**config.mk**
```make
export PLATFORM = sky130hd
export DESIGN_NAME = id_ex_regs
export DESIGN_NICKNAME = d
export VERILOG_FILES = /design/src/design/issue_read_pkg.sv /design/src/design/id_ex_regs.sv
export VERILOG_INCLUDE_DIRS = /design/src /design/src/design
export SDC_FILE = /design/constraint.sdc
export NUM_CORES = 1
export LEC_CHECK = 0
export BUFFER_PORTS_ARGS = -buffer_cell sky130_fd_sc_hd__buf_2
export CAP_MARGIN = 20
export CORE_AREA = 3 3 221 223
export DETAILED_ROUTE_END_ITERATION = 16
export DIE_AREA = 0 0 224 226
export HOLD_SLACK_MARGIN = 0.1
export SYNTH_ARGS = -nofsm -noshare
export SYNTH_HDL_FRONTEND = slang
export SYNTH_SLANG_ARGS = --single-unit
```
**constraint.sdc**
```tcl
create_clock -name clk_i -period 0.8 [get_ports clk_i]
set_input_delay 0.08 -clock clk_i [delete_from_list [all_inputs] [get_ports clk_i]]
set_output_delay 0.08 -clock clk_i [all_outputs]
set_load 0.02 [all_outputs]
```
**src/design/issue_read_settings.svh**
```systemverilog
// widths and counts for the issue stage; integer registers only, no fp or third operand
`ifndef ISSUE_READ_SETTINGS_SVH
`define ISSUE_READ_SETTINGS_SVH

// data path width of the integer pipeline
`define XLEN 64

// virtual address width, also the pc width
`define VLEN 39

// register index width and the number of architectural registers
`define REG_ADDR_SIZE 5
`define NR_REGS 32

// commit stage writes back through this many ports
`define NR_COMMIT_PORTS 2

// scoreboard tag width
`define TRANS_ID_BITS 3

`endif

```
**src/design/issue_read_pkg.sv**
```systemverilog
// shared types for issue_read; the enums hold only the integer units and ops the stage knows
`include "issue_read_settings.svh"

package issue_read_pkg;

  // ------------------------------------------------------------------
  // basic words
  // ------------------------------------------------------------------
  typedef logic [`XLEN-1:0]          xlen_t;
  typedef logic [`VLEN-1:0]          vaddr_t;
  typedef logic [`REG_ADDR_SIZE-1:0] reg_addr_t;
  typedef logic [`TRANS_ID_BITS-1:0] trans_id_t;

  // functional unit an instruction goes to
  // NONE means the decoder needs no unit at all
  typedef enum logic [2:0] {
    NONE,
    LOAD,
    STORE,
    ALU,
    CTRL_FLOW,
    MULT,
    CSR
  } fu_t;

  // operation code handed to the unit
  typedef enum logic [3:0] {
    ADD,
    SUB,
    ANDL,
    ORL,
    XORL,
    SLL,
    MUL,
    LD,
    SD,
    BEQ,
    CSR_RW,
    SFENCE_VMA
  } fu_op;

  // ------------------------------------------------------------------
  // decoded instruction as held in the scoreboard
  // ------------------------------------------------------------------
  typedef struct packed {
    vaddr_t    pc;
    trans_id_t trans_id;
    fu_t       fu;
    fu_op      op;
    reg_addr_t rs1;
    reg_addr_t rs2;
    reg_addr_t rd;
    // immediate value, later the result
    xlen_t     result;
    logic      use_imm;
    // rs1 field is an unsigned immediate
    logic      use_zimm;
    logic      use_pc;
    // exception already taken on this entry
    logic      ex_valid;
  } scoreboard_entry_t;

  // payload presented to the execute units
  typedef struct packed {
    fu_t       fu;
    fu_op      operation;
    xlen_t     operand_a;
    xlen_t     operand_b;
    xlen_t     imm;
    trans_id_t trans_id;
  } fu_data_t;

endpackage

```
**src/design/id_ex_regs.sv**
```systemverilog
// id/ex boundary register; reloads every cycle, no enable, so the unit must sample on its strobe
`timescale 1ns/1ns

module id_ex_regs
  import issue_read_pkg::*;
(
  input  logic              clk_i,
  input  logic              rst_ni,
  input  scoreboard_entry_t issue_instr_i,
  input  xlen_t             operand_a_i,
  input  xlen_t             operand_b_i,
  input  xlen_t             imm_i,
  output fu_data_t          fu_data_o,
  output vaddr_t            pc_o
);

  // ------------------------------------------------------------------
  // payload flops
  // ------------------------------------------------------------------
  always_ff @(posedge clk_i or negedge rst_ni) begin
    if (!rst_ni) begin
      // idle payload, no unit selected
      fu_data_o.fu        <= NONE;
      fu_data_o.operation <= ADD;
      fu_data_o.operand_a <= '0;
      fu_data_o.operand_b <= '0;
      fu_data_o.imm       <= '0;
      fu_data_o.trans_id  <= '0;
      pc_o                <= '0;
    end else begin
      fu_data_o.fu        <= issue_instr_i.fu;
      fu_data_o.operation <= issue_instr_i.op;
      fu_data_o.operand_a <= operand_a_i;
      fu_data_o.operand_b <= operand_b_i;
      fu_data_o.imm       <= imm_i;
      // tag goes back to the scoreboard with the result
      fu_data_o.trans_id  <= issue_instr_i.trans_id;
      pc_o                <= issue_instr_i.pc;
    end
  end

endmodule

```
======== After elaboration in Yosys (flattened, before gate mapping) ========
Cells that the tools add are included.
word-level totals
  bits in registers ....................... 241
  input port bits ......................... 326
  output and inout port bits .............. 241

======== Depth between registers and ports, before layout ========
Gate-level depths: netlist of run 1.
  depth after elaboration ................. 0
  gate-level depth with buffers ........... 0
  gate-level depth less buffers ........... 0

======== Least setup slack after synthesis of run 1 ========
OpenSTA, ideal clock, no wires.
  path type ............................... reg-to-output
  start ................................... register fu_data_o[0] (netlist bit)
  end ..................................... output fu_data_o[0] (netlist bit)
  arrival time ............................ 416 ps
  data required time ...................... 720 ps
  path slack .............................. 304 ps
  stages on the path, launching flop included .. 1
  buffers on the path ..................... 0
  path through ............................ dfrtp_1
RTL lines
  what             RTL line          RTL
  start, declared  id_ex_regs.sv:13  output fu_data_t fu_data_o,
No word-level cell between the ends.

======== Worst setup path after layout of run 1 ========
  start ................................... register fu_data_o[9] (netlist bit)
  end ..................................... output fu_data_o[9] (netlist bit)
No word-level cell between the ends.

==> impl_metrics.ini, run 1 <==
[outcome]
status = finished, violations left
violations = setup timing

[finish]
fillers = 4514
num-multi-input-gates = 0
area_growth_pct = 137
multi_input_area_um2 = 0
regArea_mm2 = 0.00603
drive_gt1_frac = 0.526
stdcell_area_mm2 = 0.0143
final_nets = 1343

[yosys]
yosysSeqAreaShare = 1.00
synth_warnings = 0
synth-xor-area-share = 0
netlist_area_mm2 = 0.00603
synth_mux_area_frac = 0
synth_compound_area_frac = 0
synth-simple-area-share = 0
synth_nets = 567
synth_seq_cells = 241
syn_inst = 241
synth_fa_ha_area_frac = 0
synth_area_per_cell_um2 = 25.0
yosysUniqueCellTypes = 1

[placed_design]
numPortBuffers = 483
placed_cell_area_mm2 = 0.00941
place_congestion = 0.763
dpl.hpwl_um = 15400

[cts]
cts_buffer_depth = 3
clock-root-buffer = clkbuf_16
cts_max_level = 1
tritoncts = built
cts.sink_count = 241
cts_buffers = 27
path_clk_slew_ns = 0.06

[power_and_ir_drop]
ir_worst_vdd_mv = 1.79
p_leak_nw = 6.79
p_per_area_mw_per_mm2 = 2110

[worst_setup_path]
critPathLaunch = fu_data_o[9]
critPathKind = flop to primary output
critPathBufInv = 1
endpoint_kind = primary output
worstPathCellList = buf_6
path_max_fanout = 1
cp_slowest_stage_delay_ns = 0.41
critPathLaunchType = flop
arrival_ns = 1.10
slowest_stage = dfrtp_1
critPathTopFamily = flip-flops
critPathRequiredTime_ns = 0.72

[drt]
routed_wl_um = 24700
wl_per_cell_um = 15.0
postRouteAntennaNets = 0
routed_via_density = 3.10
vias = 5104
drt_pass1_iterations = 4
drtIter0Drc = 84
route.detailed.drc = 0

[hold_path]
min_path_type = input pin to async pin

[global_route]
overflow = 0
met1_usage = 0.0892
grt-busiest-layer = met2
first_global_vias = 6233
grt_pass1_wl_um = 35900
grt_max_degree = 49
grt.met3_usage = 0.0408
grt_antenna_before_repair = 6
grtUsageMet2 = 0.179
track_usage = 0.0931

[sta]
slew-limit-headroom = 0.825
tightest_slew_ns = 0.261
tns_ns = -78.77
worst_slack_ns = -0.378
period_needed_ns = 1.18
slew_violations = 0
fmax_mhz = 849
setup_viol = 247
rsz0062_at_grt = yes
period_share = 1.47
hold_viol = 0

[die]
core_area_mm2 = 0.0468
die_h_um = 226
initial_core_util = 0.129
die-area_mm2 = 0.0506
io_pins = 567
num_rows = 79
die_x_um = 224

[run]
drv_cap = 0
==> cell usage in the layout (no fill, tap or decap) <==
| cell | count |
|---|---|
| diode_2 | 2 |
| clkinvlp_4 | 2 |
| clkinv_2 | 2 |
| buf_8 | 1 |
| dlygate4sd3_1 | 243 |
| dfrtp_1 | 241 |
| buf_12 | 3 |
| clkbuf_1 | 7 |
| buf_4 | 18 |
| clkinv_4 | 2 |
| buf_2 | 241 |
| bufinv_16 | 4 |
| clkbuf_8 | 4 |
| buf_6 | 241 |
| clkbuf_16 | 27 |
==> final cells by class <==
class | instances | area share
antenna | 2 | 0.000351
clock buffer | 38 | 0.0530
sequential | 241 | 0.422
timing repair buffer | 747 | 0.460
tap | 607 | 0.0532
clock inverter | 10 | 0.0114
==> repair_timing <==
item | CTS | global route
hold endpoints to repair | 482 | 6
resized for setup | 482 | 0
endpoints found under the setup margin | 241 | 247
hold buffers | 243 | 1
setup buffers | 0 | 0
==> registers in the layout, indices dropped and copies added, names as in the netlist <==
name,flops
fu_data_o,202
pc_o,39
==> layer usage <==
layer  wire, um  vias up
li1           -     2307
met1       8050     2450
met2      13400      300
met3       2500       39
met4        650        8
met5         42        -
==> where the power goes <==
group          internal (mW)  switching (mW)  leakage (nW)  total [mW]
registers               12.8           0.324          2.81        13.1
logic                   2.43            1.79          3.54        4.22
clock network           7.86            4.94         0.443        12.8
==> metrics by stage <==
stage	power (mW)	cells	util	hold slack, ns	setup slack (ns)
after floorplan	14.0	241	-	-0.216	0.304
after global placement	15.7	1352	0.201	-0.0909	0.156
after detailed placement	15.7	1352	0.201	-0.0935	0.161
after CTS	30.6	1643	0.305	0.0910	-0.416
after global routing	31.4	1644	0.305	0.107	-0.423
final	30.1	1645	0.305	0.112	-0.378
==> path summary, 6_finish.rpt <==
check	slack [ns]	to	depth (start not counted)
worst min-delay path	0.11	fu_data_o[162]	3
max in group asynchronous	-0.01	fu_data_o[200]	3
min in group clk_i	0.16	fu_data_o[106]	2
worst max-delay path	-0.38	fu_data_o[9]	1
==> Yosys cell counts <==
cell / instances / area (um^2)
dfrtp_1: 241 / 6030
==> cells by family (layout without fill, tap and decap cells) <==
logic type,Yosys count,after routing
buffers and inverters,0,795
DFF,241,241
other,0,2
==> tightest hold or removal path, cell delays in order <==
cell	delay, ns
dlygate4sd3_1	0.57
buf_8	0.16
buf_12	0.20
(Power assumes the default switching activity.)
==> run 2: changes to the inputs <==
--- a/config.mk
+++ b/config.mk
@@ -8,9 +8,10 @@
 export LEC_CHECK = 0
 export BUFFER_PORTS_ARGS = -buffer_cell sky130_fd_sc_hd__buf_2
 export CAP_MARGIN = 20
-export CORE_AREA = 3 3 221 223
+export CORE_AREA = 3 3 218 220
+export CTS_CLUSTER_DIAMETER = 100
 export DETAILED_ROUTE_END_ITERATION = 16
-export DIE_AREA = 0 0 224 226
+export DIE_AREA = 0 0 221 223
 export HOLD_SLACK_MARGIN = 0.1
 export SYNTH_ARGS = -nofsm -noshare
 export SYNTH_HDL_FRONTEND = slang
==> run 2 against run 1 <==
The run still ends with setup timing left. Sequential power barely moved. Via count rose by 1.8%. Combinational power barely moved. First-iteration DRC count rose by 87%. Critical path depth did not move. Die area fell by 2.6%. Worst hold slack got worse by 0.068 ns. Non-clock buffer count fell by 8. Maximum frequency rose by 0.83%. Critical path type unchanged. Critical endpoint is now pc_o[16]. Largest cell class unchanged.
==> impl_metrics.ini, run 2 (same netlist as run 1, synthesis figures left out) <==
[global_route]
grtUsageMet2 = 0.193
first_global_vias = 6307
grt_max_degree = 60
grt_antenna_before_repair = 12
grt-busiest-layer = met2
overflow = 0
track_usage = 0.105
grt.met3_usage = 0.0501
grt_pass1_wl_um = 39100
met1_usage = 0.102

[outcome]
status = finished, violations left
violations = setup timing

[finish]
num-multi-input-gates = 0
drive_gt1_frac = 0.520
final_nets = 1333
final_cell_mix = dlygate4sd3_1 (242), dfrtp_1 (241), buf_2 (241), buf_6 (241), clkbuf_16 (25)
fin_cells = 1626
top_regs = fu_data_o x202, pc_o x39
fillers = 4425
final_common_cell = dlygate4sd3_1
largest_reg_flops = 202
regMostFlops = fu_data_o
multi_input_area_um2 = 0
area_growth_pct = 133

[cts]
cts_setup_buffers = 0
path_clk_slew_ns = 0.06
cts_buffers = 25
cts.sink_count = 241
cts_buffer_depth = 3
tritoncts = built
clock-root-buffer = clkbuf_16
cts_max_level = 1
cts_hold_buffers = 242

[die]
core_area_mm2 = 0.0455
initial_core_util = 0.133
die_h_um = 223
io_pins = 567
die_x_um = 221
num_rows = 78
die-area_mm2 = 0.0493

[sta]
period_share = 1.46
slew_violations = 0
tightest_slew_ns = 0.318
rsz0062_at_grt = yes
worst_slack_ns = -0.368
setup_viol = 241
hold_viol = 0
slew-limit-headroom = 0.788
fmax_mhz = 856
period_needed_ns = 1.17

[power_and_ir_drop]
power_mw = 28.1
ir_worst_vdd_mv = 1.67
p_per_area_mw_per_mm2 = 2000
p_leak_nw = 6.68

[drt]
vias = 5196
route.detailed.drc = 0
drt_pass1_iterations = 4
routed_via_density = 3.20
routed_wl_um = 26700
drtIter0Drc = 157
wl_per_cell_um = 16.4
postRouteAntennaNets = 0

[worst_setup_path]
endpoint_kind = primary output
slowest_stage = dfrtp_1
critPathKind = flop to primary output
critPathBufInv = 1
worstSetupEndpoint = pc_o[16]
critPathLaunchType = flop
critPathLaunch = pc_o[16]
critPathTopFamily = flip-flops
worstSetupPathDepth = 1
critPathRequiredTime_ns = 0.72
cp_slowest_stage_delay_ns = 0.41
arrival_ns = 1.09
path_max_fanout = 1
worstPathCellList = buf_6

[placed_design]
numPortBuffers = 483
place_congestion = 0.823
dp.cells = 1338
dpl.hpwl_um = 17400

[hold_path]
min_path_type = input pin to async pin

[run]
drv_cap = 0
[run 2: changes by cell type in the layout (fill, tap and decap cells not counted), sizes merged]
cell / delta
bufinv: -3
clkinv: +2
clkbuf: -3
diode: +2
buf: -7
clkinvlp: -2
dlygate4sd3: -1
[run 2: worst min path at each step]
stage | endpoint | slack [ns]
5_1_grt | fu_data_o[49] | 0.02
3_3_place_gp | fu_data_o[120] | -0.009
6_report | fu_data_o[49] | 0.04
4_1_cts | fu_data_o[49] | 0.006
3_5_place_dp | fu_data_o[120] | -0.01
2_1_floorplan | fu_data_o[0] | -0.22
[run 2: through the flow]
stage	setup slack [ns]	setup TNS (ns)	instance area [um^2]	hold WS, ns	util
3_3_place_gp	0.156	0	9350	-0.00922	0.206
2_1_floorplan	0.304	0	6030	-0.216	-
5_1_grt	-0.439	-89.23	14000	0.0187	0.308
6_report	-0.368	-75.79	14000	0.0437	0.309
3_5_place_dp	0.147	0	9350	-0.0135	0.206
4_1_cts	-0.424	-85.62	14000	0.00628	0.308
[run 2: per-layer routing]
layer  part of all wire  up-vias
li1                   -     2283
met1               0.33     2552
met2               0.53      298
met3               0.10       55
met4              0.031        8
met5             0.0020        -
[run 2: repair_timing]
action,in CTS,in global routing
resized for setup,482,0
endpoints found under the setup margin,241,241
hold endpoints to repair,482,11
[run 2: final cells by class]
cell class	count	area, um^2	share of cell area
clock inverters	7	60.1	0.00428
flip-flops and latches	241	6030	0.430
repair buffers	739	6500	0.463
clock buffers	35	683	0.0487
diodes	4	10.0	0.000713
well taps	600	751	0.0535
[run 2: report_power, final]
group	total, mW	leakage, nW	switching, mW	internal (mW)
combinational	4.21	3.51	1.81	2.40
sequential	13.2	2.81	0.348	12.8
clock	10.7	0.370	4.50	6.22
==> run 3: changes to the inputs <==
--- a/config.mk
+++ b/config.mk
@@ -8,11 +8,15 @@
 export LEC_CHECK = 0
 export BUFFER_PORTS_ARGS = -buffer_cell sky130_fd_sc_hd__buf_2
 export CAP_MARGIN = 20
-export CORE_AREA = 3 3 218 220
+export CELL_PAD_IN_SITES_DETAIL_PLACEMENT = 0
+export CELL_PAD_IN_SITES_GLOBAL_PLACEMENT = 2
+export CORE_AREA = 3 3 219 221
+export CTS_BUF_LIST = sky130_fd_sc_hd__clkbuf_16
 export CTS_CLUSTER_DIAMETER = 100
 export DETAILED_ROUTE_END_ITERATION = 16
-export DIE_AREA = 0 0 221 223
+export DIE_AREA = 0 0 222 224
 export HOLD_SLACK_MARGIN = 0.1
+export PLACE_DENSITY_LB_ADDON = 0.1
 export SYNTH_ARGS = -nofsm -noshare
 export SYNTH_HDL_FRONTEND = slang
 export SYNTH_SLANG_ARGS = --single-unit
==> run 3 against run 2 <==
The run still ends with setup timing left. Critical path depth did not move. Global-route usage fell by 1.1 points. Combinational power barely moved. Clock power rose by 17%. First-iteration DRC count fell by 49%. Sequential power barely moved. Via count fell by 1.8%. Non-clock buffer count did not move. Die area rose by 0.90%. Maximum frequency rose by 0.57%. Final cell count rose by 0.86%. Utilization fell by 0.14 points. Critical endpoint is now fu_data_o[80]. Largest power group unchanged.
==> impl_metrics.ini, run 3 (same netlist as run 1, synthesis figures left out) <==
[global_route]
track_usage = 0.0937
grt_antenna_before_repair = 0
overflow = 0
first_global_vias = 6209
grt_pass1_wl_um = 36300
grt_max_degree = 47

[sta]
tns_ns = -79.08
worst_slack_ns = -0.362
rsz0062_at_grt = yes
setup_viol = 241
period_share = 1.45
hold_viol = 0
tightest_slew_ns = 0.380
slew_violations = 0
fmax_mhz = 861
period_needed_ns = 1.16
slew-limit-headroom = 0.747

[placed_design]
dp.cells = 1345
numPortBuffers = 483
dpl.hpwl_um = 17700
place_congestion = 0.719

[finish]
final_common_cell = dlygate4sd3_1
fin_cells = 1640
drive_gt1_frac = 0.521
regArea_mm2 = 0.00603
fillers = 4700
multi_input_area_um2 = 0
num-multi-input-gates = 0
regMostFlops = fu_data_o
area_growth_pct = 136
num_antenna_cells = 0
top_regs = fu_data_o x202, pc_o x39
final_cell_mix = dlygate4sd3_1 (242), dfrtp_1 (241), buf_2 (241), buf_6 (241), clkbuf_16 (29)
largest_reg_flops = 202
final_nets = 1337

[drt]
drt_pass1_iterations = 4
route.detailed.drc = 0
drtIter0Drc = 80
vias = 5102
postRouteAntennaNets = 0
wl_per_cell_um = 14.4
routed_via_density = 3.11
routed_wl_um = 23700

[worst_setup_path]
endpoint_kind = primary output
path_max_fanout = 1
cp_slowest_stage_delay_ns = 0.39
arrival_ns = 1.08
critPathKind = flop to primary output
critPathTopFamily = flip-flops
critPathRequiredTime_ns = 0.72
critPathLaunchType = flop
slowest_stage = dfrtp_1
worstPathCellList = buf_6
critPathBufInv = 1

[die]
num_rows = 79
die-area_mm2 = 0.0497
io_pins = 567
die_h_um = 224
initial_core_util = 0.130
die_x_um = 222
core_area_mm2 = 0.0464

[cts]
clock-root-buffer = clkbuf_16
path_clk_slew_ns = 0.06
cts_buffer_depth = 3
cts_setup_buffers = 0
cts_hold_buffers = 242
cts_max_level = 1
cts.sink_count = 241
cts_buffers = 29
tritoncts = built

[outcome]
violations = setup timing
status = finished, violations left

[power_and_ir_drop]
p_per_area_mw_per_mm2 = 2090
p_leak_nw = 6.79
ir_worst_vdd_mv = 1.31

[run]
drv_cap = 0

[hold_path]
min_path_type = input pin to async pin
==> run 3: changes by cell type in the layout (fill, tap and decap cells not counted), sizes merged <==
cell and delta:
clkinvlp +2, inv +6, bufinv +2, clkinv +7, clkbuf -6, diode -4
==> run 3: final timing paths <==
path,startpoint,end,depth (start not counted)
worst min-delay path,rst_ni,fu_data_o[71],2
min in group clk_i,issue_instr_i[121],pc_o[28],2
worst max-delay path,fu_data_o[80],fu_data_o[80],1
max in group asynchronous,rst_ni,fu_data_o[96],3
==> run 3: routing by layer <==
metal | vias up | wire, um | global-route usage
li1 | 2292 | - | -
met1 | 2499 | 7960 | 0.0981
met2 | 274 | 12400 | 0.167
met3 | 37 | 2640 | 0.0418
met4 | 0 | 635 | 0.0338
met5 | - | 0 | 0
==> run 3: layout make-up <==
type | count | share of cell area
repair buffers | 739 | 0.459
clock buffers | 29 | 0.0510
well taps | 607 | 0.0533
clock inverters | 24 | 0.0133
flip-flops and latches | 241 | 0.423
==> run 3: stage by stage <==
step	power [mW]	hold WS (ns)	worst slack (ns)	area [um^2]	util
final	29.8	0.0181	-0.362	14200	0.307
after global routing	31.3	0.0225	-0.422	14200	0.307
after CTS	30.6	0.00378	-0.419	14200	0.307
after detailed placement	15.7	0.0161	0.177	9400	0.203
after global placement	15.7	0.00957	0.201	9400	0.203
after floorplan	14.0	-0.216	0.304	6030	-
==> run 3: where the power goes <==
group	internal, mW	switching [mW]	leakage, nW
clock network	7.50	5.02	0.466
logic	2.42	1.77	3.52
registers	12.8	0.297	2.81
total	22.7	7.09	6.79
==> run 3: timing repair <==
action / CTS / global route
endpoints found under the hold margin: 482 / 17
resized for setup: 482 / 0
pin swaps: 0 / 0
setup endpoints to repair: 241 / 241
