**config.mk**
```make
export PLATFORM = sky130hd
export DESIGN_NAME = operand_select
export DESIGN_NICKNAME = d
export VERILOG_FILES = /design/src/design/issue_read_pkg.sv /design/src/design/operand_select.sv
export VERILOG_INCLUDE_DIRS = /design/src /design/src/design
export SDC_FILE = /design/constraint.sdc
export NUM_CORES = 1
export LEC_CHECK = 0
export ABC_AREA = 1
export BUFFER_PORTS_ARGS = -buffer_cell sky130_fd_sc_hd__buf_2
export CORE_AREA = 2 2 227 229
export DETAILED_ROUTE_END_ITERATION = 7
export DIE_AREA = 0 0 229 231
export GPL_ROUTABILITY_DRIVEN = 1
export SLEW_MARGIN = 30
export SYNTH_ARGS = -nofsm -noshare
export SYNTH_HDL_FRONTEND = slang
export SYNTH_SLANG_ARGS = --single-unit
```
**constraint.sdc**
```tcl
create_clock -name vclk -period 1.3
set_input_delay 0.13 -clock vclk [all_inputs]
set_output_delay 0.13 -clock vclk [all_outputs]
set_load 0.02 [all_outputs]
```
**src/design/issue_read_settings.svh**
```systemverilog
// widths and counts for the issue stage; integer registers only, no fp or third operand
`ifndef ISSUE_READ_SETTINGS_SVH
`define ISSUE_READ_SETTINGS_SVH

// data path width of the integer pipeline
`define XLEN 64

// virtual address width, also the pc width
`define VLEN 39

// register index width and the number of architectural registers
`define REG_ADDR_SIZE 5
`define NR_REGS 32

// commit stage writes back through this many ports
`define NR_COMMIT_PORTS 2

// scoreboard tag width
`define TRANS_ID_BITS 3

`endif

```
**src/design/issue_read_pkg.sv**
```systemverilog
// shared types for issue_read; the enums hold only the integer units and ops the stage knows
`include "issue_read_settings.svh"

package issue_read_pkg;

  // ------------------------------------------------------------------
  // basic words
  // ------------------------------------------------------------------
  typedef logic [`XLEN-1:0]          xlen_t;
  typedef logic [`VLEN-1:0]          vaddr_t;
  typedef logic [`REG_ADDR_SIZE-1:0] reg_addr_t;
  typedef logic [`TRANS_ID_BITS-1:0] trans_id_t;

  // functional unit an instruction goes to
  // NONE means the decoder needs no unit at all
  typedef enum logic [2:0] {
    NONE,
    LOAD,
    STORE,
    ALU,
    CTRL_FLOW,
    MULT,
    CSR
  } fu_t;

  // operation code handed to the unit
  typedef enum logic [3:0] {
    ADD,
    SUB,
    ANDL,
    ORL,
    XORL,
    SLL,
    MUL,
    LD,
    SD,
    BEQ,
    CSR_RW,
    SFENCE_VMA
  } fu_op;

  // ------------------------------------------------------------------
  // decoded instruction as held in the scoreboard
  // ------------------------------------------------------------------
  typedef struct packed {
    vaddr_t    pc;
    trans_id_t trans_id;
    fu_t       fu;
    fu_op      op;
    reg_addr_t rs1;
    reg_addr_t rs2;
    reg_addr_t rd;
    // immediate value, later the result
    xlen_t     result;
    logic      use_imm;
    // rs1 field is an unsigned immediate
    logic      use_zimm;
    logic      use_pc;
    // exception already taken on this entry
    logic      ex_valid;
  } scoreboard_entry_t;

  // payload presented to the execute units
  typedef struct packed {
    fu_t       fu;
    fu_op      operation;
    xlen_t     operand_a;
    xlen_t     operand_b;
    xlen_t     imm;
    trans_id_t trans_id;
  } fu_data_t;

endpackage

```
**src/design/operand_select.sv**
```systemverilog
// next-operand mux; later rules override earlier ones, store and branch keep rs2 as operand b
`timescale 1ns/1ns
`include "issue_read_settings.svh"

module operand_select
  import issue_read_pkg::*;
(
  input  scoreboard_entry_t issue_instr_i,
  input  logic              forward_rs1_i,
  input  logic              forward_rs2_i,
  // values from the scoreboard lookup
  input  xlen_t             rs1_i,
  input  xlen_t             rs2_i,
  // values from the register file
  input  xlen_t             rdata_a_i,
  input  xlen_t             rdata_b_i,
  output xlen_t             operand_a_o,
  output xlen_t             operand_b_o,
  output xlen_t             imm_o
);

  xlen_t pc_ext;
  xlen_t zimm_ext;
  logic  imm_to_b;

  // pc sign extended to the data width
  assign pc_ext = {{(`XLEN - `VLEN){issue_instr_i.pc[`VLEN-1]}}, issue_instr_i.pc};

  // zimm lives in the rs1 field, zero extended
  assign zimm_ext = {{(`XLEN - `REG_ADDR_SIZE){1'b0}}, issue_instr_i.rs1};

  // stores need rs2 as data and branches compare rs2, imm goes via imm_o there
  assign imm_to_b = issue_instr_i.use_imm
                  && (issue_instr_i.fu != STORE)
                  && (issue_instr_i.fu != CTRL_FLOW);

  // ------------------------------------------------------------------
  // operand a
  // ------------------------------------------------------------------
  always_comb begin : sel_operand_a
    operand_a_o = rdata_a_i;
    if (forward_rs1_i) begin
      operand_a_o = rs1_i;
    end
    if (issue_instr_i.use_pc) begin
      operand_a_o = pc_ext;
    end
    if (issue_instr_i.use_zimm) begin
      operand_a_o = zimm_ext;
    end
  end

  // ------------------------------------------------------------------
  // operand b
  // ------------------------------------------------------------------
  always_comb begin : sel_operand_b
    operand_b_o = rdata_b_i;
    if (forward_rs2_i) begin
      operand_b_o = rs2_i;
    end
    if (imm_to_b) begin
      operand_b_o = issue_instr_i.result;
    end
  end

  // immediate always travels on its own
  assign imm_o = issue_instr_i.result;

endmodule

```
# Word-level counts from Yosys, hierarchy flattened

Cells that the tools add are included.

Equality and inequality tests: 2
Multiplexer cells: 5
Reduce and logical (&&, ||, !) cells: 2

Operator list:

| operator                                                                 | number |
|---|---|
| 64-bit two-way mux                                                       | 5 |
| 3-bit by 2-bit inequality test with 1-bit output (second input constant) | 1 |
| 3-bit inequality test (second input constant)                            | 1 |
| 1-bit logical AND                                                        | 2 |

Output and inout port bits: 192
Register bits: 0

# Depth between registers and ports, before layout

Gate-level depths: netlist of run 1.

Word-level depth: 4
Gate-level depth with buffers: 7

# Least setup slack after synthesis of run 1

Ideal clock, no wire load.

Path type: input -> output
From: in issue_instr_i[1] (netlist name)
To: out operand_a_o[0]
Required time: 1.170 ns
Path buffers: 3
Stages on the path: 6
Arrival: 0.968 ns
Setup slack: 0.202 ns
Path through: buf_6 inv_4 buf_6 buf_6 nand2_1 a21oi_1

Cells in the longest elaborated chain, start to end: 2

Ends and longest elaborated chain:

| what               | line                 | text |
|---|---|---|
| start, declared    | operand_select.sv:8  | `input scoreboard_entry_t issue_instr_i,` |
| 64-bit two-way mux | operand_select.sv:45 | `if (issue_instr_i.use_pc) begin` |
| 64-bit two-way mux | operand_select.sv:48 | `if (issue_instr_i.use_zimm) begin` |
| end, declared      | operand_select.sv:17 | `output xlen_t operand_a_o,` |

Every way passes these cells.

# Final worst setup path of run 1

From: in issue_instr_i[89] (netlist name)
To: out operand_b_o[48]

Cells in the longest elaborated chain, start to end: 4

Ends and longest elaborated chain:

| what                                             | line                 | text |
|---|---|---|
| 3-bit by 2-bit inequality test with 1-bit output | operand_select.sv:34 | `&& (issue_instr_i.fu != STORE)` |
| 1-bit logical AND                                | operand_select.sv:34 |  |
| 1-bit logical AND (*)                            | operand_select.sv:35 | `&& (issue_instr_i.fu != CTRL_FLOW);` |
| 64-bit two-way mux (*)                           | operand_select.sv:61 | `if (imm_to_b) begin` |
| end, declared                                    | operand_select.sv:18 | `output xlen_t operand_b_o,` |

Every way passes the cells marked *; elsewhere a longest branch is shown, timed or not.

==> run summary, run 1 <==
The number of global-route vias before repair came out at between 7,000 and 8,000. The placed standard-cell area came out at around 8000 um2. The tool flagged a number of max-cap violations equal to 0. The signal on the critical path passes through buf_8 > inv_4 > nand2_4 > nand3_4 > buf_12 > nand2_8 > buf_12 > buf_8 > nand2_1 > nand2_1 > buf_6. The chip width came out at between 200 and 250 um. The die outline area came out at about 53,000 um2. The area share of the largest cell type after synthesis is 29.1%.

The leakage power came out at about 5.4 nW. For this run, the top clock speed supported by timing is 0.756 GHz. In this run the tool buffered the top-level ports with 564 buffer cells. After layout, the worst path uses 102% of the clock period. STA puts the critical path data required time at 1.17 ns.

The number of nets in the final layout is approximately 1,800. In this run the remaining antenna-violating nets after routing total 0. VDD sags by at most 0.276 mV. Dividing the detail-routed via count by the number of cells gives 3.71.

The minimum period implied by the final worst setup slack is 1.32 ns. STA classifies the critical path endpoint as an output port. The logic depth of the worst path, buffers included is 11. The DRC violation count after routing came out at 0. The category of the worst setup path launch point is an input port. The launch point of the worst hold path is issue_instr_i[18]. In this run the count of I/O pins placed on the die edge is approximately 580. The die is 231 um tall.

The final routed wirelength across all metal layers is 37,800 um. The total of fill cells in the finished design is 6,022. The layout clock buffer count came out at 0. For this block, the initial DRC count from the detailed router was 290. The total overflow reported by the global router is 0. The slowest stage of the critical path is the sky130_fd_sc_hd__buf_12 cell. The maximum number of pins on one net before global-route repair is 37. The post-route netlist has 55.1% of its cells at a drive strength greater than 1. Along the worst path, the maximum fanout reaches 7.

The first-pass GRT wire length came out at 49,700 um. The number of buffers and inverters on the critical path came out at 6. Dividing the detail-routed wire length by the instance count gives about 18 um. The critical path is of the input port to output port type.

The maximum single-stage delay on the critical path is between 0.1 and 0.15 ns. The critical path starts at issue_instr_i[89]. The worst slew margin relative to its limit came out at 72.2%. The setup slack of the critical path after layout came out at -0.0225 ns. The final count of negative-setup-slack endpoints came out at 13. The path class of the tightest hold or removal check is input port to output port.

The final sequential cell count is 0. Leaving out fill and tap cells, the most frequent cells in the layout are sky130_fd_sc_hd__buf_2 (491), sky130_fd_sc_hd__nand2_1 (270), sky130_fd_sc_hd__inv_1 (149). The routed layout has 7,824 vias. The depth of the worst hold-timing path is 2. The synthesized netlist net count came out at ~1,300. The final count of hold timing violations is 0. The actual slew at the worst max-slew pin is 0.415 ns. Leaving out fill and tap cells, the most frequent cell in the layout is sky130_fd_sc_hd__buf_2. The number of warnings reported in the yosys synthesis log came out at 0.

The synthesized area per cell came out at 4.85 um2. Of all cell types, the one taking the most synthesized area is sky130_fd_sc_hd__nand2_1. Synthesis produced 882 cells. The cell area after layout came out at around 9000 um2. The starting density of the core came out at between 8 and 9%. Sorting the synthesized cells by area gives the leading types as sky130_fd_sc_hd__nand2_1 (29%), sky130_fd_sc_hd__buf_4 (15%), sky130_fd_sc_hd__nand3_1 (14%).

Dividing total power by cell area gives a power density of approximately 440 nW/um2. The total track usage came out at 13.0%. The placed wire-length estimate after detailed placement came out at roughly 32,000 um.

The synthesized netlist occupies a cell area of 4280 um2. The area used by sequential logic in the layout is 0 um2. The run finished, with violations left. The area of the multi-input gates is around 3200 um2. The setup TNS is -0.114 ns. The register area share after synthesis is 0%. After synthesis, the netlist uses 18 different library cells. At the worst endpoint, the arrival time is ~1.2 ns.

The area added between synthesis and finish came out at 111%. The routability-driven placement congestion ratio is 1.02. The kind of cell with the highest combined delay along the critical path is buffers and inverters. The standard cell core area is 50,700 um2.

Setup repair after global routing could not meet its margin everywhere. The first-pass iteration count of the detailed router came out at 5. The number of max-slew violations in the final report came out at 0. The row count came out at 83. The initial antenna violation count came to 36.

The final reports fail on setup timing.
-- final cells by class --
cell class	count	area share, %
repair buffers	666	48.6
multi-input cells	596	35.0
well taps	680	9.41
inverters	155	6.60
diodes	14	0.387
-- through the flow --
step           worst slack (ns)  total power, mW  std cells  util, %  hold slack [ns]
2_1_floorplan             0.202             1.77        882        -            0.373
3_3_place_gp             -0.573             3.28       2083     15.4            0.493
3_5_place_dp             -0.258             3.27       2083     15.4            0.494
4_1_cts                -0.00295             3.76       2094     17.0            0.495
5_1_grt                 -0.0539             4.25       2109     17.8            0.501
6_report                -0.0225             3.98       2111     17.8            0.495
-- final timing paths --
path / slack [ns] / to
setup / recovery: -0.02 / operand_b_o[48]
hold / removal: 0.50 / imm_o[14]
-- cells in the mapped netlist (all sizes together) --
cell / n
nor2: 5
nand3: 124
o211ai: 33
inv: 155
buf: 121
clkbuf: 10
nand2: 334
a21oi: 36
o21ai: 64
-- metal layers --
layer  global-route usage, %  share of wire (%)  vias up
met3                    1.20                6.0      124
met1                    11.5                 30     3438
met5                       0                  0        -
li1                        -                  -     3749
met2                    28.0                 56      513
met4                    7.45                7.8        0
-- timing repair --
item	in CTS	in global routing
setup buffers	5	1
pin swaps	12	17
resized for setup	181	112
endpoints found under the setup margin	65	86
hold buffers	0	0
cloned	7	3
-- power by group --
part / internal, mW / switching [mW] / total [mW]
clock network: 0.00000145 / 0 / 0.00000145
registers: 0 / 0 / 0
logic: 1.75 / 2.22 / 3.98
-- logic make-up (layout without fill, tap and decap cells) --
| logic type | count (synthesis) | in the layout | synth area share, % |
|---|---|---|---|
| other cells | 0 | 14 | 0 |
| compound gates | 133 | 133 | 20.4 |
| simple gates | 463 | 463 | 44.5 |
| buf+inv | 286 | 821 | 35.1 |
No activity file was read; power rests on OpenSTA's default activity.
==> run 2: changes to the inputs <==
- PLACE_DENSITY: not set -> 0.32
==> run 2 against run 1 <==
Against the previous run: the flow now finishes without violations; sequential cell count unchanged; wire length decreased by 22%; first-iteration DRC count decreased by 36%; hold slack got worse by 0.0029 ns; setup slack improved by 0.036 ns; global-route usage decreased by 3.0 points; critical path type unchanged; highest routed layer unchanged.
==> run summary, run 2 (synthesized netlist as in run 1, its figures left out) <==
After filler insertion, the fill cell instance count of the layout stands at 6,092. Along the worst path, the maximum fanout reaches 7. The critical path goes through buf_4 > inv_2 > nand2_2 > nand3_4 > nand2_8 > buf_12 > clkbuf_16 > nand2_1 > nand2_1 > buf_6.

Across the run, the number of max-cap violations was 0. The final count of negative-setup-slack endpoints came out at 0. The most numerous cell type found on the critical path is sky130_fd_sc_hd__nand2_1.

The initial antenna violation count is 14. The worst slew margin relative to its limit is ~72%. In the finished layout, the clock tree contains a buffer count of 0.

The start point of the critical path is issue_instr_i[88]. For this block, the via count after detailed routing is slightly above 7,000. After global routing the overflow that remains totals 0. The number of buffers added on ports is 564. Counting instances, the worst hold path has a depth of 2.

The wire-length estimate of the detail-placed layout is ~25,000 um. The worst hold path class is input port to output port. On the critical path, the stage with the largest delay is an instance of sky130_fd_sc_hd__buf_12. The chip width came out at 229 um. The DRC violation count after routing came out at 0. The power per cell area is 409 nW/um2. The area used by sequential logic in the layout came out at 0 um2. Entering global routing, the biggest net connects 43 pins. The initial utilization of the core area, before any placement, comes to 8.44%. The minimum period implied by the final worst setup slack came out at 1.29 ns. Leaving out fill and tap cells, the most frequent cell in the layout is sky130_fd_sc_hd__buf_2. The highest achievable clock rate is 0.777 GHz. The routed length per instance is 14.4 um. The total I/O pin count is 582.

The area of the multi-input gates came out at 2860 um2. The flow ran to the end, and the final reports show no timing, DRC or antenna violations. The final sequential cell count came out at 0. The final count of hold timing violations came out at 0.

For this run, the post-layout net count is roughly 1,800. The die outline area is about 53,000 um2. The top cell types in the final layout, fill and taps aside, are sky130_fd_sc_hd__buf_2 (535), sky130_fd_sc_hd__nand2_1 (317), sky130_fd_sc_hd__inv_1 (150). The actual slew at the worst max-slew pin is 0.415 ns. From bottom edge to top edge, the die measures 231 um. The end-of-flow core utilization came out at 15.8%. For this run, the detailed router's first-pass iteration total came to 6. The number of max-slew violations in the final report came out at 0. Broken down by cell family, the worst path's largest delay share belongs to buffers and inverters.

Data arrives at the worst endpoint at between 1 and 1.5 ns. For the worst setup path, the data required time is 1.17 ns. The maximum single-stage delay on the critical path came out at 0.16 ns. The cell area after layout came out at around 8000 um2.

The routability-driven placement congestion ratio is roughly 0.87. The number of global-route vias before repair came to 7,081. The core region is just over 50,000 um2.

The critical path contains buffers and inverters numbering 5 combined. Compared with the post-synthesis result, the final layout area differs by 87.8%. In this run, the number of DRC markers left after iteration 0 of detailed routing was between 150 and 200. In this run the most critical hold path is launched from issue_instr_i[57]. STA classifies the critical path startpoint as an input port. The post-placement cell count is between 2,000 and 2,500. After clock tree synthesis, the flow added hold-fix buffers numbering 0. In this run the remaining antenna-violating nets after routing total 0. The row count came out at 83.

Across the VDD grid, the largest voltage drop is 0.171 mV. The post-route fraction of the period consumed by the critical path is 99.0%. The fraction of final layout cells sized beyond drive strength 1 came out at 48.8%. The placed standard-cell area is 7580 um2. The number of standard cells in the final layout excluding fillers came out at roughly 2,100.

Setup repair after global routing could not meet its margin everywhere. The path with the worst hold slack has its endpoint at imm_o[53]. The first-pass GRT wire length came out at 41,700 um. The detail-routed via count per cell is 3.49. The total track usage is between 10% and 20%. The element type at the critical path end is an output port. By startpoint and endpoint, the worst setup path is classified as input port to output port. The final routed wirelength across all metal layers is 29,600 um. The leakage power came out at 5.03 nW.
-- run 2: worst max-delay path by stage --
| stage | cells past startpoint | endpoint | slack, ns |
|---|---|---|---|
| 2_1_floorplan | 6 | operand_a_o[0] | 0.20 |
| 3_3_place_gp | 7 | operand_b_o[0] | -0.08 |
| 3_5_place_dp | 7 | operand_b_o[0] | -0.07 |
| 4_1_cts | 10 | operand_b_o[46] | 0.0005 |
| 5_1_grt | 10 | operand_b_o[12] | -0.03 |
| 6_report | 10 | operand_b_o[44] | 0.01 |
-- run 2: metrics by stage --
stage	power, mW	hold slack (ns)	TNS, ns	setup WS (ns)
after floorplan	1.77	0.373	0	0.202
after global placement	3.08	0.494	-1.19	-0.0849
after detailed placement	3.06	0.494	-0.653	-0.0688
after CTS	3.11	0.494	0	0.000475
after global routing	3.58	0.498	-0.377	-0.0326
final	3.28	0.493	0	0.0134
-- run 2: what timing repair did --
action,CTS,global route
gates resized for setup,8,69
endpoints found under the setup margin,45,73
pin swaps,0,4
setup buffers,0,3
cloned,1,5
-- run 2: power by group --
part / switching (mW) / internal [mW]
registers: 0 / 0
logic: 1.89 / 1.39
clock network: 0 / 0.000000522
-- run 2: cell type report --
class | count | area share [%]
Antenna cell | 5 | 0.156
Inverter | 155 | 7.34
Multi-Input combinational cell | 596 | 35.6
Tap cell | 680 | 10.6
Timing Repair Buffer | 617 | 46.3
-- run 2: layer usage --
layer | vias up | GRT usage, % | part of all wire (%)
li1 | 3638 | - | -
met1 | 3092 | 10.2 | 35
met2 | 403 | 20.6 | 56
met3 | 34 | 1.59 | 7.1
met4 | 0 | 2.94 | 2.4
met5 | - | 0 | 0
==> run 3: changes to the inputs <==
- CELL_PAD_IN_SITES_DETAIL_PLACEMENT: not set -> 1
- CELL_PAD_IN_SITES_GLOBAL_PLACEMENT: not set -> 1
- CORE_AREA: 2 2 227 229 -> 2 2 223 225
- DIE_AREA: 0 0 229 231 -> 0 0 225 227
- PLACE_DENSITY: 0.32 -> 0.52
- clock period: 1.3 -> 1.1 ns (I/O delays scaled with it)
==> run 3 against run 2 <==
Against the previous run: the run now ends with setup timing left; utilization is 4.8 points higher; global-route usage is 1.3 points higher; setup slack worse by 0.10 ns; non-clock buffer count is 34 higher; clock-buffer cell count stayed put; combinational power is 55% higher; critical path depth stayed put; final area is 25% higher; first-iteration DRC count is 31% higher; hold slack worse by 0.037 ns; final cell count is 1.2% lower; via count is 8.1% higher; critical endpoint is now operand_b_o[11]; highest routed layer is now met5.
==> run summary, run 3 (synthesized netlist as in run 1, its figures left out) <==
In this run the tool buffered the top-level ports with 564 buffer cells. The worst hold path class is input port to output port. Global routing used 11.3% of the available tracks. The minimum period implied by the final worst setup slack came out at 1.19 ns. Of all nets on the critical path, the largest fanout is 6. The total of fill cells in the finished design came out at 6,112. The detail-routed via count per cell came out at 3.82. The chip width came out at 225 um. The pre-CTS setup slack is -0.313 ns.

The final sequential cell count is 0. The area of the multi-input gates came out at 3630 um2. Data on the critical path is required at its endpoint by 0.99 ns. The worst setup path is captured at an output port.

The area added between synthesis and finish came out at 135%. The setup slack of the critical path after layout came out at -0.0870 ns. The final routed wirelength across all metal layers came out at 33,500 um. The area used by sequential logic in the layout is 0 um2. The placed wire-length estimate after detailed placement is 26,100 um. The checks that failed: setup timing. The final count of negative-setup-slack endpoints came out at 88. The final count of hold timing violations is 0. The leakage power came out at 5.80 nW. In this run switching power makes up 53.3% of total power. The library cells used most frequently in the layout, excluding fill and tap cells, are sky130_fd_sc_hd__buf_2 (434), sky130_fd_sc_hd__nand2_1 (230), sky130_fd_sc_hd__inv_1 (148). After detailed routing, the number of remaining DRC violations is 0.

For the pin with the worst max-slew slack, the measured transition is 0.426 ns. The part of the power in combinational logic came out at 100.0%. At the end of routability-driven placement, the weighted congestion stood at about 0.84. The end point of the worst hold path is imm_o[29]. The maximum number of pins on one net before global-route repair came out at 37.

Registers are responsible for 0% of the overall power. For this block, the via count after detailed routing is roughly 7,700. The total overflow reported by the global router is 0. The iteration-0 DRC count of the detailed router is ~240. The run finished, with violations left. The depth of the worst hold-timing path came out at 2. The number of hold buffers added after CTS was 0. The met1 usage is 12.3%. In this run the most used layer during global routing was met2.

The row count came out at 81. The critical path is of the input port to output port type. The routed length per instance came out at roughly 17 um.

The fraction of final layout cells sized beyond drive strength 1 came out at roughly three fifths. The die extent in y is 227 um. The power per cell area came out at 509 nW/um2. The post-route worst hold slack came out at between 0.4 and 0.5 ns.

STA classifies the critical path startpoint as an input port. In the final design database the tool counted 1,794 nets. The standard cell core area is 48,500 um2. In this run the most critical hold path is launched from issue_instr_i[33]. The total of max-cap violations is 0. The floorplan step defined a die boundary enclosing between 50,000 and 60,000 um2. The total I/O pin count is ~580. The worst slew margin relative to its limit is 71.3%. The initial antenna violation count came to 6. Summed over all nets, the switching power comes to 2.72 mW.

The first-pass GRT wire length came out at 45,600 um. Per report_power, the clock group accounts for 0% of the total. The worst endpoint data arrival time came out at 1.08 ns.

Derived from the worst setup path, the maximum achievable clock frequency is 0.842 GHz. The number of max-slew violations in the final report came to 0. The met2 global-route usage is 22.9%. The total internal power came out at around 2.4 mW.

Setup repair after global routing could not meet its margin everywhere. The most common cell after layout, fill and taps aside is sky130_fd_sc_hd__buf_2. The number of nets with antenna violations after routing came out at 0. The initial utilization of the core area, before any placement, comes to 8.81%. The met3 demand-to-capacity share in global routing came out at approximately 1.5%. The number of global-route vias before repair came to 8,007.

Counting the clock-network buffers in the layout gives 0. In the final timing run, aggregate negative setup slack is -3.37 ns. The post-route fraction of the period consumed by the critical path came out at 108%. The maximum ir drop on the vdd rail came out at 0.239 mV.

For this run, the detailed router's first-pass iteration total came to 4.
run 3: area by class of cell:
cell class | instances | share of cell area [%]
Antenna cell | 4 | 0.0998
Timing Repair Buffer | 651 | 49.7
Tap cell | 622 | 7.76
Inverter | 155 | 6.23
Multi-Input combinational cell | 596 | 36.2
run 3: power groups by stage:
stage,sequential (mW),clock [mW],combinational (mW)
5_1_grt,0,0.000000487,5.45
4_1_cts,0,0,4.59
3_5_place_dp,0,0,3.71
6_report,0,0.000000488,5.10
3_3_place_gp,0,0,3.70
2_1_floorplan,0,0,2.09
run 3: worst max-delay path by stage:
stage | startpoint | to | slack (ns) | cells past startpoint
floorplan | issue_instr_i[1] | operand_a_o[0] | 0.04 | 6
detailed placement | forward_rs2_i | operand_b_o[5] | -0.31 | 7
CTS | issue_instr_i[88] | operand_b_o[8] | -0.08 | 10
finish | issue_instr_i[89] | operand_b_o[11] | -0.09 | 10
global placement | forward_rs2_i | operand_b_o[5] | -0.32 | 7
global route | issue_instr_i[89] | operand_b_o[16] | -0.12 | 9
run 3: stage by stage:
step                      util (%)  cells  instance area, um2  power, mW
after global routing          20.7   2028               10000       5.45
final                         20.7   2028               10000       5.10
after floorplan                  -    882                4280       2.09
after CTS                     18.5   2018                9000       4.59
after global placement        15.7   1997                7640       3.70
after detailed placement      15.7   1997                7640       3.71
run 3: repair_timing:
action	in CTS	in global routing
endpoints found under the setup margin	124	123
setup buffers	9	2
gates resized for setup	298	261
pin swaps	32	38
cloned	13	6
run 3: worst max-delay path, cell delays in order:
cell and delay, ns:
sky130_fd_sc_hd__buf_8 0.10, sky130_fd_sc_hd__inv_2 0.04, sky130_fd_sc_hd__nand2_2 0.06, sky130_fd_sc_hd__nand3_4 0.11
sky130_fd_sc_hd__nand2_8 0.08, sky130_fd_sc_hd__buf_12 0.15, sky130_fd_sc_hd__clkbuf_16 0.16, sky130_fd_sc_hd__nand2_1 0.06
sky130_fd_sc_hd__nand2_1 0.06, sky130_fd_sc_hd__buf_6 0.13
run 3: layer usage:
| metal | wire length [um] | part of all wire [%] |
|---|---|---|
| met1 | 11700 | 35 |
| met2 | 18600 | 56 |
| met3 | 2360 | 7.0 |
| met4 | 852 | 2.5 |
| met5 | 23 | 0.069 |
